### src/verilog/fd_pkg.sv
// shared definitions for the fd1094-style key-state subsystem
//   key table sizes and state byte width
//   axi4-lite widths, register map and response code
//   68000 opcode constants used by the state-change detector
//   state-change command codes
//   opword_u, one bus word seen as opcode or as command word

package fd_pkg;

    // key table, indexed by cpu addr[6:1]
    localparam int key_aw    = 6;
    localparam int key_depth = 64;
    localparam int key_w     = 8;     // key entry and state byte

    // axi4-lite
    localparam int axi_aw = 12;
    localparam int axi_dw = 32;
    localparam logic [1:0] resp_okay = 2'b00;

    // register map, byte addresses
    localparam logic [axi_aw-1:0] reg_ctrl     = 12'h000;  // bit 0 enable
    localparam logic [axi_aw-1:0] reg_gkey0    = 12'h004;  // global key, 7:0
    localparam logic [axi_aw-1:0] reg_state    = 12'h008;  // ro, {irqmode, st}
    localparam logic [axi_aw-1:0] reg_key_base = 12'h100;  // entry i at +4*i

    // opcodes watched by the controller
    localparam logic [7:0]  op_cmpi_hi   = 8'h0c;
    localparam logic [1:0]  op_size_long = 2'b10;
    localparam logic [15:0] op_rte       = 16'h4e73;
    localparam logic [15:0] op_cmd_end   = 16'hffff;  // closes the sequence

    // command codes carried in the middle word
    localparam logic [1:0] cmd_set       = 2'd0;  // load state byte
    localparam logic [1:0] cmd_reset     = 2'd1;  // clear state, leave irq mode
    localparam logic [1:0] cmd_irq_enter = 2'd2;
    localparam logic [1:0] cmd_irq_leave = 2'd3;

    // opcode view: cmpi is 0000 1100 ss eeeeee
    typedef struct packed {
        logic [7:0] hi;
        logic [1:0] size;
        logic [5:0] ea;
    } op_view_t;

    // command view of the immediate word after cmpi.l
    typedef struct packed {
        logic [5:0] unused;
        logic [1:0] code;
        logic [7:0] value;
    } cmd_view_t;

    typedef union packed {
        logic [15:0] raw;
        op_view_t    op;
        cmd_view_t   cmd;
    } opword_u;

endpackage
### src/verilog/fd_top.sv
// fd1094-style key-state subsystem, top level
//   fd_regs     axi4-lite registers and key window
//   fd_key_ram  64-entry key table
//   fd_decrypt  bus word decryption
//   fd_key_ctrl state byte and interrupt mode tracking

`timescale 1ns/1ns

module fd_top (
    input  logic                      clk,
    input  logic                      rst,
    // axi4-lite slave
    input  logic [fd_pkg::axi_aw-1:0] awaddr,
    input  logic                      awvalid,
    output logic                      awready,
    input  logic [fd_pkg::axi_dw-1:0] wdata,
    input  logic [3:0]                wstrb,
    input  logic                      wvalid,
    output logic                      wready,
    output logic [1:0]                bresp,
    output logic                      bvalid,
    input  logic                      bready,
    input  logic [fd_pkg::axi_aw-1:0] araddr,
    input  logic                      arvalid,
    output logic                      arready,
    output logic [fd_pkg::axi_dw-1:0] rdata,
    output logic [1:0]                rresp,
    output logic                      rvalid,
    input  logic                      rready,
    // cpu bus
    input  logic [23:1]               addr,
    input  logic [15:0]               enc,
    input  logic                      op_n,
    input  logic                      inta_n,
    input  logic                      sup_prog,
    input  logic                      dtackn,
    output logic [15:0]               dec
);

    logic                      enable;
    logic [fd_pkg::key_w-1:0]  gkey0;
    logic                      key_we;
    logic [fd_pkg::key_aw-1:0] key_waddr;
    logic [fd_pkg::key_w-1:0]  key_wdata;
    logic [fd_pkg::key_w-1:0]  key;        // entry at addr[6:1]
    logic [fd_pkg::key_w-1:0]  st;
    logic                      irqmode;

    fd_regs u_regs (
        .clk(clk), .rst(rst),
        .awaddr(awaddr), .awvalid(awvalid), .awready(awready),
        .wdata(wdata), .wstrb(wstrb), .wvalid(wvalid), .wready(wready),
        .bresp(bresp), .bvalid(bvalid), .bready(bready),
        .araddr(araddr), .arvalid(arvalid), .arready(arready),
        .rdata(rdata), .rresp(rresp), .rvalid(rvalid), .rready(rready),
        .st(st), .irqmode(irqmode),
        .enable(enable), .gkey0(gkey0),
        .key_we(key_we), .key_waddr(key_waddr), .key_wdata(key_wdata)
    );

    fd_key_ram u_key_ram (
        .clk(clk), .we(key_we), .waddr(key_waddr), .wdata(key_wdata),
        .raddr(addr[6:1]), .rdata(key)
    );

    fd_decrypt u_decrypt (
        .enc(enc), .op_n(op_n), .enable(enable), .key(key), .st(st), .dec(dec)
    );

    // controller sees the decrypted word
    fd_key_ctrl u_key_ctrl (
        .clk(clk), .rst(rst), .inta_n(inta_n), .op_n(op_n),
        .addr_lo(addr[6:1]), .dec(dec), .gkey0(gkey0),
        .sup_prog(sup_prog), .dtackn(dtackn),
        .st(st), .irqmode(irqmode)
    );

endmodule

### src/verilog/fd_key_ctrl.sv
// key-state controller
//   spots cmpi.l #data in supervisor opcode fetches
//   latches the command word, runs it on the closing 0xffff
//   rte leaves interrupt mode, interrupt acknowledge enters it
//   st shows gkey0 in interrupt mode, the state byte otherwise

`timescale 1ns/1ns

module fd_key_ctrl (
    input  logic                     clk,
    input  logic                     rst,
    input  logic                     inta_n,    // interrupt acknowledge
    input  logic                     op_n,      // low on opcode fetch
    input  logic [fd_pkg::key_aw-1:0] addr_lo,  // cpu addr[6:1]
    input  logic [15:0]              dec,       // decrypted bus word
    input  logic [fd_pkg::key_w-1:0] gkey0,
    input  logic                     sup_prog,  // supervisor program space
    input  logic                     dtackn,    // low completes the bus cycle
    output logic [fd_pkg::key_w-1:0] st,
    output logic                     irqmode
);

    fd_pkg::opword_u           w;          // decrypted word, two views
    fd_pkg::opword_u           stcode;     // latched command word
    logic [fd_pkg::key_w-1:0]  state;
    logic [1:0]                stchange;   // one-hot step, 0 when idle
    logic [fd_pkg::key_aw-1:0] next_addr;  // where the next step must land

    logic cycle_done;
    logic op_fetch;
    logic is_cmpi_l;
    logic is_rte;
    logic is_end;
    logic addr_good;
    logic stadv;

    assign w = dec;

    assign cycle_done = !dtackn && sup_prog;         // completed supervisor cycle
    assign op_fetch   = cycle_done && !op_n;
    assign is_cmpi_l  = w.op.hi == fd_pkg::op_cmpi_hi && w.op.size == fd_pkg::op_size_long;
    assign is_rte     = w.raw == fd_pkg::op_rte;
    assign is_end     = w.raw == fd_pkg::op_cmd_end;
    assign addr_good  = addr_lo == next_addr;
    assign stadv      = cycle_done && addr_good && stchange != 2'b00;

    // gkey0 replaces the state while servicing an interrupt
    assign st = irqmode ? gkey0 : state;

    always_ff @(posedge clk or posedge rst) begin
        if (rst) begin
            state     <= '0;
            irqmode   <= 1'b0;
            stchange  <= 2'b00;
            next_addr <= '0;
        end else begin
            // idle: look for the opening cmpi.l, or rte
            if (op_fetch && stchange == 2'b00) begin
                if (is_cmpi_l) begin
                    stchange  <= 2'b01;
                    next_addr <= addr_lo + 1'b1;
                end
                if (is_rte)
                    irqmode <= 1'b0;
            end
            if (!inta_n)
                irqmode <= 1'b1;    // ack, same edge
            // armed: step on a cycle at the expected address
            if (stadv) begin
                stchange <= stchange << 1;
                if (stchange[0])
                    next_addr <= addr_lo + 1'b1;
                // closing word runs the command, anything else drops it
                if (stchange[1] && is_end) begin
                    case (stcode.cmd.code)
                        fd_pkg::cmd_set:
                            state <= stcode.cmd.value;
                        fd_pkg::cmd_reset: begin
                            state   <= '0;
                            irqmode <= 1'b0;
                        end
                        fd_pkg::cmd_irq_enter:
                            irqmode <= 1'b1;
                        default:             // cmd_irq_leave
                            irqmode <= 1'b0;
                    endcase
                end
            end
        end
    end

    // command word, payload only
    always_ff @(posedge clk) begin
        if (stadv && stchange[0])
            stcode <= w;
    end

endmodule

### src/verilog/fd_regs.sv
// axi4-lite register block
//   ctrl: enable bit
//   gkey0: global key byte used in interrupt mode
//   state: read-only view of st and irqmode
//   key window: writes become one-cycle key table pulses, reads give 0
// single outstanding write and read, responses always okay

`timescale 1ns/1ns

module fd_regs (
    input  logic                      clk,
    input  logic                      rst,
    // write address / data / response
    input  logic [fd_pkg::axi_aw-1:0] awaddr,
    input  logic                      awvalid,
    output logic                      awready,
    input  logic [fd_pkg::axi_dw-1:0] wdata,
    input  logic [3:0]                wstrb,
    input  logic                      wvalid,
    output logic                      wready,
    output logic [1:0]                bresp,
    output logic                      bvalid,
    input  logic                      bready,
    // read address / data
    input  logic [fd_pkg::axi_aw-1:0] araddr,
    input  logic                      arvalid,
    output logic                      arready,
    output logic [fd_pkg::axi_dw-1:0] rdata,
    output logic [1:0]                rresp,
    output logic                      rvalid,
    input  logic                      rready,
    // readback from the controller
    input  logic [fd_pkg::key_w-1:0]  st,
    input  logic                      irqmode,
    // control out
    output logic                      enable,
    output logic [fd_pkg::key_w-1:0]  gkey0,
    output logic                      key_we,
    output logic [fd_pkg::key_aw-1:0] key_waddr,
    output logic [fd_pkg::key_w-1:0]  key_wdata
);

    logic                      wr_acc;      // write accepted this cycle
    logic                      rd_acc;
    logic                      key_hit;     // awaddr in 0x100..0x1fc
    logic [fd_pkg::axi_dw-1:0] rd_mux;

    // accept only with both channels valid and no response held
    assign wr_acc  = awvalid && wvalid && !bvalid;
    assign awready = wr_acc;
    assign wready  = wr_acc;
    assign rd_acc  = arvalid && !rvalid;
    assign arready = rd_acc;

    assign bresp = fd_pkg::resp_okay;
    assign rresp = fd_pkg::resp_okay;

    // key window decode, index from word address
    assign key_hit   = awaddr[fd_pkg::axi_aw-1:8] == fd_pkg::reg_key_base[fd_pkg::axi_aw-1:8];
    assign key_we    = wr_acc && key_hit && wstrb[0];
    assign key_waddr = awaddr[fd_pkg::key_aw+1:2];
    assign key_wdata = wdata[fd_pkg::key_w-1:0];

    // write side
    always_ff @(posedge clk or posedge rst) begin
        if (rst) begin
            bvalid <= 1'b0;
            enable <= 1'b0;
            gkey0  <= '0;
        end else begin
            if (wr_acc)
                bvalid <= 1'b1;
            else if (bready)
                bvalid <= 1'b0;     // response taken
            if (wr_acc && wstrb[0]) begin
                if (awaddr == fd_pkg::reg_ctrl)
                    enable <= wdata[0];
                if (awaddr == fd_pkg::reg_gkey0)
                    gkey0 <= wdata[fd_pkg::key_w-1:0];
            end
        end
    end

    // read mux, unmapped and key window give 0
    always_comb begin
        rd_mux = '0;
        case (araddr)
            fd_pkg::reg_ctrl:  rd_mux[0] = enable;
            fd_pkg::reg_gkey0: rd_mux[fd_pkg::key_w-1:0] = gkey0;
            fd_pkg::reg_state: rd_mux[fd_pkg::key_w:0] = {irqmode, st};
            default:           rd_mux = '0;
        endcase
    end

    // read side control
    always_ff @(posedge clk or posedge rst) begin
        if (rst) begin
            rvalid <= 1'b0;
        end else begin
            if (rd_acc)
                rvalid <= 1'b1;
            else if (rready)
                rvalid <= 1'b0;
        end
    end

    // read data held until rready
    always_ff @(posedge clk) begin
        if (rd_acc)
            rdata <= rd_mux;
    end

endmodule

### src/verilog/fd_decrypt.sv
// word decryptor
//   mask byte = key ^ state on opcode fetches, key alone on data fetches
//   mask repeated into both halves and xored onto the bus word
//   bypass when disabled
// purely combinational

`timescale 1ns/1ns

module fd_decrypt (
    input  logic [15:0]              enc,     // encrypted bus word
    input  logic                     op_n,    // low on opcode fetch
    input  logic                     enable,
    input  logic [fd_pkg::key_w-1:0] key,     // table entry at addr[6:1]
    input  logic [fd_pkg::key_w-1:0] st,      // state or gkey0
    output logic [15:0]              dec
);

    logic [fd_pkg::key_w-1:0] mask;
    logic [15:0]              mask_w;
    logic [15:0]              plain;

    // state only takes part on opcode fetches
    always_comb begin
        if (!op_n)
            mask = key ^ st;
        else
            mask = key;
    end

    assign mask_w = {mask, mask};     // same byte in both halves
    assign plain  = enc ^ mask_w;

    // enable clear -> word untouched
    assign dec = enable ? plain : enc;

endmodule

### src/verilog/fd_key_ram.sv
// key table
//   one byte per entry, 64 entries picked by addr[6:1]
//   registered write from the axi side
//   asynchronous read for the decryptor
// contents undefined until loaded

`timescale 1ns/1ns

module fd_key_ram (
    input  logic                      clk,
    input  logic                      we,      // one-cycle write pulse
    input  logic [fd_pkg::key_aw-1:0] waddr,
    input  logic [fd_pkg::key_w-1:0]  wdata,
    input  logic [fd_pkg::key_aw-1:0] raddr,   // cpu addr[6:1]
    output logic [fd_pkg::key_w-1:0]  rdata
);

    logic [fd_pkg::key_w-1:0] mem [0:fd_pkg::key_depth-1];

    // write lands on the edge, readable next cycle
    always_ff @(posedge clk) begin
        if (we)
            mem[waddr] <= wdata;
    end

    // same-cycle read, dec depends on it combinationally
    assign rdata = mem[raddr];

endmodule

### config.mk
export PLATFORM = sky130hd
export DESIGN_NAME = fd_top
export DESIGN_NICKNAME = d
export VERILOG_FILES = /design/src/verilog/fd_pkg.sv /design/src/verilog/fd_top.sv /design/src/verilog/fd_key_ctrl.sv /design/src/verilog/fd_regs.sv /design/src/verilog/fd_decrypt.sv /design/src/verilog/fd_key_ram.sv
export SDC_FILE = /design/constraint.sdc
export NUM_CORES = 1
export LEC_CHECK = 0
export ABC_AREA = 1
export ABC_CLOCK_PERIOD_IN_PS = 3140
export BUFFER_PORTS_ARGS = -buffer_cell sky130_fd_sc_hd__buf_2
export CAP_MARGIN = 20
export CORE_MARGIN = 1.5
export CORE_UTILIZATION = 29
export DETAILED_ROUTE_END_ITERATION = 10
export GPL_TIMING_DRIVEN = 0
export PLACE_DENSITY = 0.54
export SETUP_SLACK_MARGIN = 0.2
export SLEW_MARGIN = 20
export SYNTH_ARGS = -nofsm -noshare
export SYNTH_HDL_FRONTEND = slang
export SYNTH_HIERARCHICAL = 1
export SYNTH_SLANG_ARGS = --single-unit
### constraint.sdc
create_clock -name clk -period 3.14 [get_ports clk]
set_clock_uncertainty 0.2 [all_clocks]
set_input_delay 0.157 -clock clk [delete_from_list [all_inputs] [get_ports clk]]
set_output_delay 0.157 -clock clk [all_outputs]
set_load 0.005 [all_outputs]
==> summary.json, run 1 <==
{
  "run_status": {
    "status": "complete, no violations"
  },
  "finish": {
    "post_layout_nonfiller_instances": 3792,
    "final_net_count": 2713,
    "post-route-util_pct": 36.0,
    "drive_gt1_share_pct": 21.9,
    "area_growth_pct": 23.2
  },
  "critical_path": {
    "worstPathMaxFanout": 10,
    "worst_path_max_delay_cell": "clkbuf_4",
    "cp_cell_sequence": "buf_2 > buf_2 > clkbuf_4 > nand3_1 > nand2_1 > nand2_1 > nand3_1 > nand3_2 > nand2_4 > nand3_2 > nand3_2 > nand2_1 > nand2_2 > inv_1 > nor2_2 > nand3_2 > nor2_4 > buf_4 > nand4_1 > nand2_1",
    "critPathArrivalTime_ps": 3250,
    "startpoint_type": "primary input",
    "worstPathRequired_ps": 3500,
    "setup.worst_path.end_class": "flop",
    "cp_slowest_stage_delay_ps": 390,
    "worstSetupPathType": "primary input to flop"
  },
  "route": {
    "drcViolationCount": 0,
    "per_cell_routed_wire_length_um": 20.6,
    "drt-met1-wl_um": 33700,
    "vias": 18400,
    "wire_length_after_detailed_routing_um": 78000,
    "maxUsedRoutingLayer": "met4",
    "drt_pass1_iterations": 5,
    "drt-vias-per-instance": 4.84,
    "routed-wl-met3_um": 5470,
    "antenna_violating_nets_post_route": 0,
    "drt-initial-drc-count": 1734,
    "routed_length_on_met2_um": 36200
  },
  "synthesis": {
    "netlist.top_cell.by_area": "edfxtp_1",
    "synthesis.area_sq_um": 24900,
    "area_share_of_the_largest_cell_type_after_synthesis_pct": 64.1,
    "yosysUniqueCellTypes": 35,
    "yosysSeqAreaShare_pct": 66.9,
    "synth_seq_cells": 559,
    "synth.top_cells.by_area": "edfxtp_1 64%, nand2_1 12%, nand3_1 9.5%, dfrtp_1 2.8%, buf_4 1.7%",
    "post_synth_inst_count": 2299,
    "yosys_warnings": 6,
    "synth.avg_cell_area_sq_um": 10.8
  },
  "grt": {
    "gr-usage-all-layers_pct": 17.5,
    "via_count_of_the_first_global_routing_pass": 17000,
    "grt-ovfl-total": 0,
    "largest_net_degree_at_the_start_of_global_routing": 65,
    "grt_first_pass_wirelength_um": 113000,
    "grt_antenna_before_repair": 1
  },
  "clock_network": {
    "clock-sinks": 559,
    "clkSlewWorstSetupHoldPaths_ps": 60,
    "cts_max_path_buffers": 3,
    "cts_tree": "yes",
    "cts_buffers": 59,
    "clk-insertion-delay-late_ps": 630,
    "ctsRootBufferMaster": "clkbuf_16",
    "cts-htree-levels": 2
  },
  "place": {
    "io_buffers": 95,
    "place.gp.congestion": 0.952,
    "hpwl_um": 52000,
    "dpl.cell_count": 3573
  },
  "sta": {
    "drv_slew": 0,
    "rsz0062_at_grt": "yes",
    "timing.slew.headroom_pct": 38.8,
    "finalCriticalPeriod_ps": 2880,
    "final-hold-violation-count": 0,
    "fin_worst_hold_slack_ps": 38.1,
    "totalNegativeSetupSlack_ps": 0,
    "worstMarginPinSlew_ps": 916,
    "fmax_mhz": 347,
    "final.period_utilization_pct": 91.9,
    "final-setup-viol-count": 0
  },
  "die": {
    "initial_core_utilization_pct": 29.2,
    "num_io_pins": 167,
    "fp.dieArea_sq_um": 87600,
    "chipWidth_um": 296,
    "design.core.area_sq_um": 85100,
    "rows": 107,
    "dieHeight_um": 296
  },
  "hold_path": {
    "min-delay-path-class": "primary input to asynchronous set/reset pin"
  },
  "pwr": {
    "power.share.clock_pct": 39.9,
    "power_density_nw_per_um2": 527,
    "leakage_uw": 0.0117,
    "gate_power_share_pct": 9.2,
    "power.switching_uw": 3900,
    "worst_ir_drop_vdd_uv": 394,
    "design_power_total_uw": 16100,
    "cell_internal_pwr_uw": 12200,
    "power.share.switching_pct": 24.2,
    "pwr-share-seq_pct": 50.9
  },
  "job": {
    "maxCapViolations": 0
  }
}
## stage by stage
stage,setup slack [ps],cell area (sq um)
after floorplan,160,25000
after global placement,-1350,26900
after detailed placement,-1110,27000
after CTS,201,30100
after global routing,161,30600
final,255,30700
## metal layers
layer / global-route usage, % / up-vias
li1: - / 8485
met1: 23.9 / 8985
met2: 28.4 / 749
met3: 2.49 / 151
met4: 5.97 / 0
met5: 0 / -
## worst paths after layout
path,from,endpoint,slack [ps],depth (start not counted)
setup / recovery,addr[3],u_key_ctrl/state[4],260,20
hold reg to reg,u_key_ctrl/state[5],u_key_ctrl/state[5],270,2
min in group clk,araddr[4],u_regs/rdata[0],40,7
hold / removal,rst,u_key_ctrl/state[7],40,3
setup reg to reg,u_regs/bvalid,u_key_ram/mem[34][1],260,9
max in group asynchronous,rst,u_regs/gkey0[6],1980,4
## layout make-up
type                       instances  area (sq um)
clock buffer                      80          1590
clock inverter                    26           153
buffer                           163          1250
multi-input combinational       1514          7660
fill                            8469         54500
timing repair buffer             215          1570
sequential                       559         16600
antenna                            1          2.50
tap                             1144          1430
inverter                          90           343
## cell usage after synthesis
library cell / instances
buf_12: 1
nor3_1: 3
nor4_1: 10
nand3_2: 15
nor2_1: 98
inv_6: 1
buf_1: 11
conb_1: 1
nand2_1: 794
ha_1: 1
nor3_4: 2
and3_1: 2
nand3b_1: 1
clkinv_1: 1
buf_8: 3
buf_2: 38
o21ai_1: 1
mux2_2: 8
nor2_2: 3
nand2_2: 10
inv_2: 11
buf_4: 58
inv_1: 77
nor2_4: 4
o21ai_0: 5
nand4_1: 46
nand3_1: 471
or2_4: 2
nor2_8: 3
dfrtp_1: 28
xor2_1: 4
nand3_4: 3
edfxtp_1: 531
buf_6: 36
clkbuf_1: 16
## sequential cells by signal (all words and copies together) (netlist names)
name / flops
u_regs/gkey0: 8
u_regs/rvalid: 1
u_key_ctrl/stchange: 2
u_key_ram/mem: 512
u_regs/rdata: 9
u_key_ctrl/irqmode: 1
u_key_ctrl/next_addr: 6
u_key_ctrl/stcode: 10
u_key_ctrl/state: 8
u_regs/bvalid: 1
u_regs/enable: 1
## timing repair
item | 4_1_cts | 5_1_grt
pin swaps | 13 | 36
hold buffers | 74 | 1
cloned | 1 | 0
setup endpoints to repair | 544 | 106
endpoints found under the hold margin | 79 | 1
setup buffers | 21 | 15
gates resized for setup | 143 | 95
## worst max-delay path: cells and delay by family
family,cells,cell delay (ps)
buffers and inverters,5,1130
and+or+nand+nor,15,1940
## power groups by stage
stage / clock (uW) / combinational [uW] / sequential [uW]
2_1_floorplan: 0 / 787 / 8360
3_3_place_gp: 0 / 1310 / 8370
3_5_place_dp: 0 / 1320 / 8370
4_1_cts: 6560 / 1410 / 8220
5_1_grt: 6840 / 1600 / 8220
6_report: 6440 / 1480 / 8220
## cells in the final DEF, fill, tap and decap left out, types with 3 or more instances in the layout
cell type	n
nor2_2	25
clkbuf_16	60
inv_1	77
nor2_4	42
nand2_4	12
nand3_1	421
buf_2	132
nor2_8	3
nand4_1	46
inv_2	11
o21ai_0	5
nand2_1	760
nand2_2	32
clkbuf_1	28
buf_1	4
buf_6	37
nor2_1	39
buf_4	107
xor2_1	4
clkbuf_2	6
nand3_4	3
nand3_2	65
dlygate4sd3_1	75
mux2_2	8
nor4_4	8
conb_1	27
buf_8	4
edfxtp_1	531
clkinv_1	15
dfrtp_1	28
clkinv_2	9
## logic make-up (layout without fill, tap and decap cells)
family,Yosys count,count (layout),synth area share (%)
other,1,28,0.0151
DFF,559,559,66.9
and+or+nand+nor,1467,1468,26.2
muxes,8,8,0.362
AOI/OAI and AO/OA,6,6,0.121
buffers and inverters,253,574,6.19
adders and majority gates,1,1,0.0503
xor gates and xnor gates,4,4,0.141
Note: power is estimated with default switching activity, not from simulation.
==> run 2: changes to the inputs <==
--- a/config.mk
+++ b/config.mk
@@ -9,11 +9,14 @@
 export ABC_CLOCK_PERIOD_IN_PS = 3140
 export BUFFER_PORTS_ARGS = -buffer_cell sky130_fd_sc_hd__buf_2
 export CAP_MARGIN = 20
+export CELL_PAD_IN_SITES_DETAIL_PLACEMENT = 1
+export CELL_PAD_IN_SITES_GLOBAL_PLACEMENT = 1
+export CORE_ASPECT_RATIO = 1.1
 export CORE_MARGIN = 1.5
 export CORE_UTILIZATION = 29
 export DETAILED_ROUTE_END_ITERATION = 10
 export GPL_TIMING_DRIVEN = 0
-export PLACE_DENSITY = 0.54
+export PLACE_DENSITY = 0.62
 export SETUP_SLACK_MARGIN = 0.2
 export SLEW_MARGIN = 20
 export SYNTH_ARGS = -nofsm -noshare
==> run 2 against run 1 <==
Net effect: sequential power is essentially flat; setup slack better by 25 ps; largest power group unchanged; first-iteration DRC count decreased by 29%; clock power increased by 9.6%; die area about the same; hold slack got worse by 41 ps; the run now ends with hold timing left; combinational power increased by 5%; register-to-register slack better by 30 ps; cell count is essentially flat; global-route usage is 1.9 points higher; count of clock-buffer cells in the layout is 15 lower; power grew 4.2%; largest cell class unchanged.
==> summary.json, run 2 (synthesized netlist as in run 1, its figures left out) <==
{
  "critical_path": {
    "cp_cell_sequence": "nand2_1 > nand3_1 > nand3_2 > nand2_1 > nand2_1 > nand3_1 > nand3_2 > nand2_4 > inv_1 > nand2_2 > nand3_2 > nand2_1 > nand2_2 > nand2_1 > nor2_2 > nand3_2 > nor2_4 > nand3_4 > nand2_2 > nand2_1",
    "rr_startpoint": "u_key_ram/mem[31][5]",
    "setup.worst_path.end_class": "flop",
    "critPathMostFrequentCell": "nand2_1",
    "worstSetupPathType": "flop to flop",
    "critical_path_buffer_and_inverter_count": {"value": 1, "change": "-4"},
    "timing.critical_path.max_delay_family": "simple AND/OR/NAND/NOR gates",
    "cp_slowest_stage_delay": {"value": 370, "unit": "ps", "change": "-20 ps"},
    "cp-startpoint": "u_key_ram/mem[31][5]",
    "startpoint_type": "flop",
    "worst_path_max_delay_cell": "edfxtp_1",
    "worstPathRequired": {"value": 3440, "unit": "ps", "change": "-60 ps"},
    "worstPathMaxFanout": {"value": 8, "change": "-2"},
    "critPathArrivalTime": {"value": 3160, "unit": "ps", "change": "-90 ps"}
  },
  "sta": {
    "final-setup-viol-count": {"value": 0, "change": "unchanged"},
    "final.period_utilization": {"value": 91.1, "unit": "%", "change": "-0.80 points"},
    "finalCriticalPeriod": {"value": 2860, "unit": "ps", "change": "-25.0 ps"},
    "fin_worst_hold_slack": {"value": -2.89, "unit": "ps", "change": "-41.0 ps"},
    "drv_slew": {"value": 0, "change": "unchanged"},
    "fmax": {"value": 350, "unit": "MHz", "change": "+0.87%"},
    "worstMarginPinSlew": {"value": 1120, "unit": "ps", "change": "+200 ps"},
    "timing.slew.headroom": {"value": 25.4, "unit": "%", "change": "-13 points"},
    "rsz0062_at_grt": "yes",
    "final-hold-violation-count": {"value": 1, "change": "+1"}
  },
  "grt": {
    "grt_antenna_before_repair": {"value": 0, "change": "-1"},
    "largest_net_degree_at_the_start_of_global_routing": {"value": 65, "change": "unchanged"},
    "grt-ovfl-total": {"value": 0, "change": "unchanged"},
    "gr-usage-all-layers": {"value": 19.4, "unit": "%", "change": "+1.9 points"},
    "grt_first_pass_wirelength": {"value": 125000, "unit": "um", "change": "+11%"},
    "via_count_of_the_first_global_routing_pass": {"value": 19100, "change": "+12%"}
  },
  "die": {
    "initial_core_utilization": {"value": 29.3, "unit": "%", "change": "+0.078 points"},
    "num_io_pins": {"value": 167, "change": "unchanged"},
    "rows": {"value": 112, "change": "+4.7%"},
    "dieHeight": {"value": 310, "unit": "um", "change": "+4.8%"},
    "fp.dieArea": {"value": 87600, "unit": "sq um", "change": "about the same"},
    "chipWidth": {"value": 282, "unit": "um", "change": "-4.6%"},
    "design.core.area": {"value": 84900, "unit": "sq um", "change": "-0.26%"}
  },
  "clock_network": {
    "cts_buffers": {"value": 58, "change": "-1.7%"},
    "cts_max_path_buffers": {"value": 3, "change": "unchanged"},
    "clkSlewWorstSetupHoldPaths": {"value": 60, "unit": "ps", "change": "about the same"},
    "cts_tree": "yes",
    "cts-htree-levels": {"value": 2, "change": "unchanged"},
    "ctsRootBufferMaster": "clkbuf_16",
    "clk-insertion-delay-late": {"value": 640, "unit": "ps", "change": "about the same"},
    "clock-sinks": {"value": 559, "change": "unchanged"}
  },
  "run_status": {
    "status": "finished with violations",
    "failed_checks": "hold timing"
  },
  "route": {
    "antenna_violating_nets_post_route": {"value": 0, "change": "unchanged"},
    "drcViolationCount": {"value": 0, "change": "unchanged"},
    "wire_length_after_detailed_routing": {"value": 85500, "unit": "um", "change": "+9.7%"},
    "per_cell_routed_wire_length": {"value": 22.6, "unit": "um", "change": "+9.7%"},
    "vias": {"value": 18600, "change": "+0.99%"},
    "drt-initial-drc-count": {"value": 1236, "change": "-29%"},
    "drt-vias-per-instance": {"value": 4.89, "change": "+1.0%"},
    "drt_pass1_iterations": {"value": 5, "change": "unchanged"}
  },
  "pwr": {
    "design_power_total": {"value": 16800, "unit": "uW", "change": "+4.2%"},
    "pwr-share-seq": {"value": 48.8, "unit": "%", "change": "-2.1 points"},
    "power.switching": {"value": 4040, "unit": "uW", "change": "+3.5%"},
    "leakage": {"value": 0.0119, "unit": "uW", "change": "+1.4%"},
    "power_density": {"value": 541, "unit": "nW/um^2", "change": "+2.8%"},
    "cell_internal_pwr": {"value": 12800, "unit": "uW", "change": "+4.5%"},
    "gate_power_share": {"value": 9.2, "unit": "%", "change": "about the same"},
    "worst_ir_drop_vdd": {"value": 398, "unit": "uV", "change": "+1.0%"},
    "power.share.switching": {"value": 24.0, "unit": "%", "change": "-0.16 points"},
    "power.share.clock": {"value": 42.0, "unit": "%", "change": "+2.1 points"}
  },
  "finish": {
    "drive_gt1_share": {"value": 24.1, "unit": "%", "change": "+2.2 points"},
    "antenna_cells_inserted": {"value": 0, "change": "-1"},
    "top_regs": "u_key_ram/mem x512, u_key_ctrl/stcode x10, u_regs/rdata x9",
    "multiInputGateArea": {"value": 7860, "unit": "sq um", "change": "+2.6%"},
    "ff_latch_area": {"value": 16600, "unit": "sq um", "change": "unchanged"},
    "post-route-util": {"value": 36.6, "unit": "%", "change": "+0.61 points"},
    "final_instance_area": {"value": 31100, "unit": "sq um", "change": "+1.4%"},
    "area_growth_pct": 24.9,
    "final_net_count": {"value": 2713, "change": "unchanged"},
    "largest_register_ff_count": {"value": 512, "change": "unchanged"},
    "layout_common_cells": "739 x nand2_1, 531 x edfxtp_1, 397 x nand3_1, 127 x buf_2, 108 x buf_4",
    "final_common_cell": "nand2_1",
    "layout.filler_cells": {"value": 9399, "change": "+11%"},
    "max_flop_register": "u_key_ram/mem"
  },
  "place": {
    "placed_cell_area": {"value": 27000, "unit": "sq um", "change": "about the same"},
    "io_buffers": {"value": 95, "change": "unchanged"},
    "place.gp.congestion": {"value": 0.896, "change": "-5.9%"},
    "hpwl": {"value": 59100, "unit": "um", "change": "+14%"}
  },
  "job": {
    "maxCapViolations": {"value": 0, "change": "unchanged"}
  },
  "hold_path": {
    "min-delay-path-class": "primary input to flop",
    "min-delay-start": "enc[13]"
  }
}
-- run 2: tightest hold or removal path, delay by kind of cell --
kind                   cells  cell delay [ps]
and+or+nand+nor            7              530
buffers and inverters      1               90
-- run 2: power groups by stage --
stage | Combinational (uW) | Sequential [uW] | Clock, uW
4_1_cts | 1470 | 8210 | 7230
6_report | 1550 | 8220 | 7060
3_5_place_dp | 1360 | 8370 | 0
5_1_grt | 1670 | 8220 | 7430
3_3_place_gp | 1320 | 8370 | 0
2_1_floorplan | 787 | 8360 | 0
-- run 2: layout make-up --
class / count / share of cell area (%)
buffer: 163 / 4.12
multi-input combinational: 1513 / 25.3
sequential: 559 / 53.5
inverter: 90 / 1.10
clock buffer: 65 / 4.75
clock inverter: 43 / 1.46
timing repair buffer: 217 / 5.14
tap: 1140 / 4.59
-- run 2: final timing paths --
kind	endpoint	slack, ps	cells after the start
setup / recovery	u_key_ctrl/state[5]	280	20
hold / removal	u_key_ctrl/next_addr[2]	-3	8
setup reg to reg	u_key_ctrl/state[5]	280	20
hold reg to reg	u_key_ctrl/state[1]	310	2
max in group asynchronous	u_regs/enable	1900	4
min in group asynchronous	u_key_ctrl/state[1]	80	3
-- run 2: metal layers --
layer	GRT usage (%)	wire [um]
met1	23.5	34600
met2	34.5	43200
met3	2.50	4160
met4	7.80	3660
met5	0	0
-- run 2: what timing repair did --
action	CTS	global route
resized for setup	168	134
setup endpoints to repair	547	309
hold buffers	79	0
buffers inserted	24	11
endpoints found under the hold margin	78	0
pin swaps	17	44
-- run 2: stage by stage --
stage,setup TNS [ps],setup WS (ps),instances,hold slack (ps)
finish,0,280,3790,-2.89
global route,0,88.1,3790,19.8
CTS,0,203,3779,0.915
detailed placement,-300720,-1290,3568,19.6
global placement,-303400,-1260,3560,27.4
floorplan,0,160,2325,-191
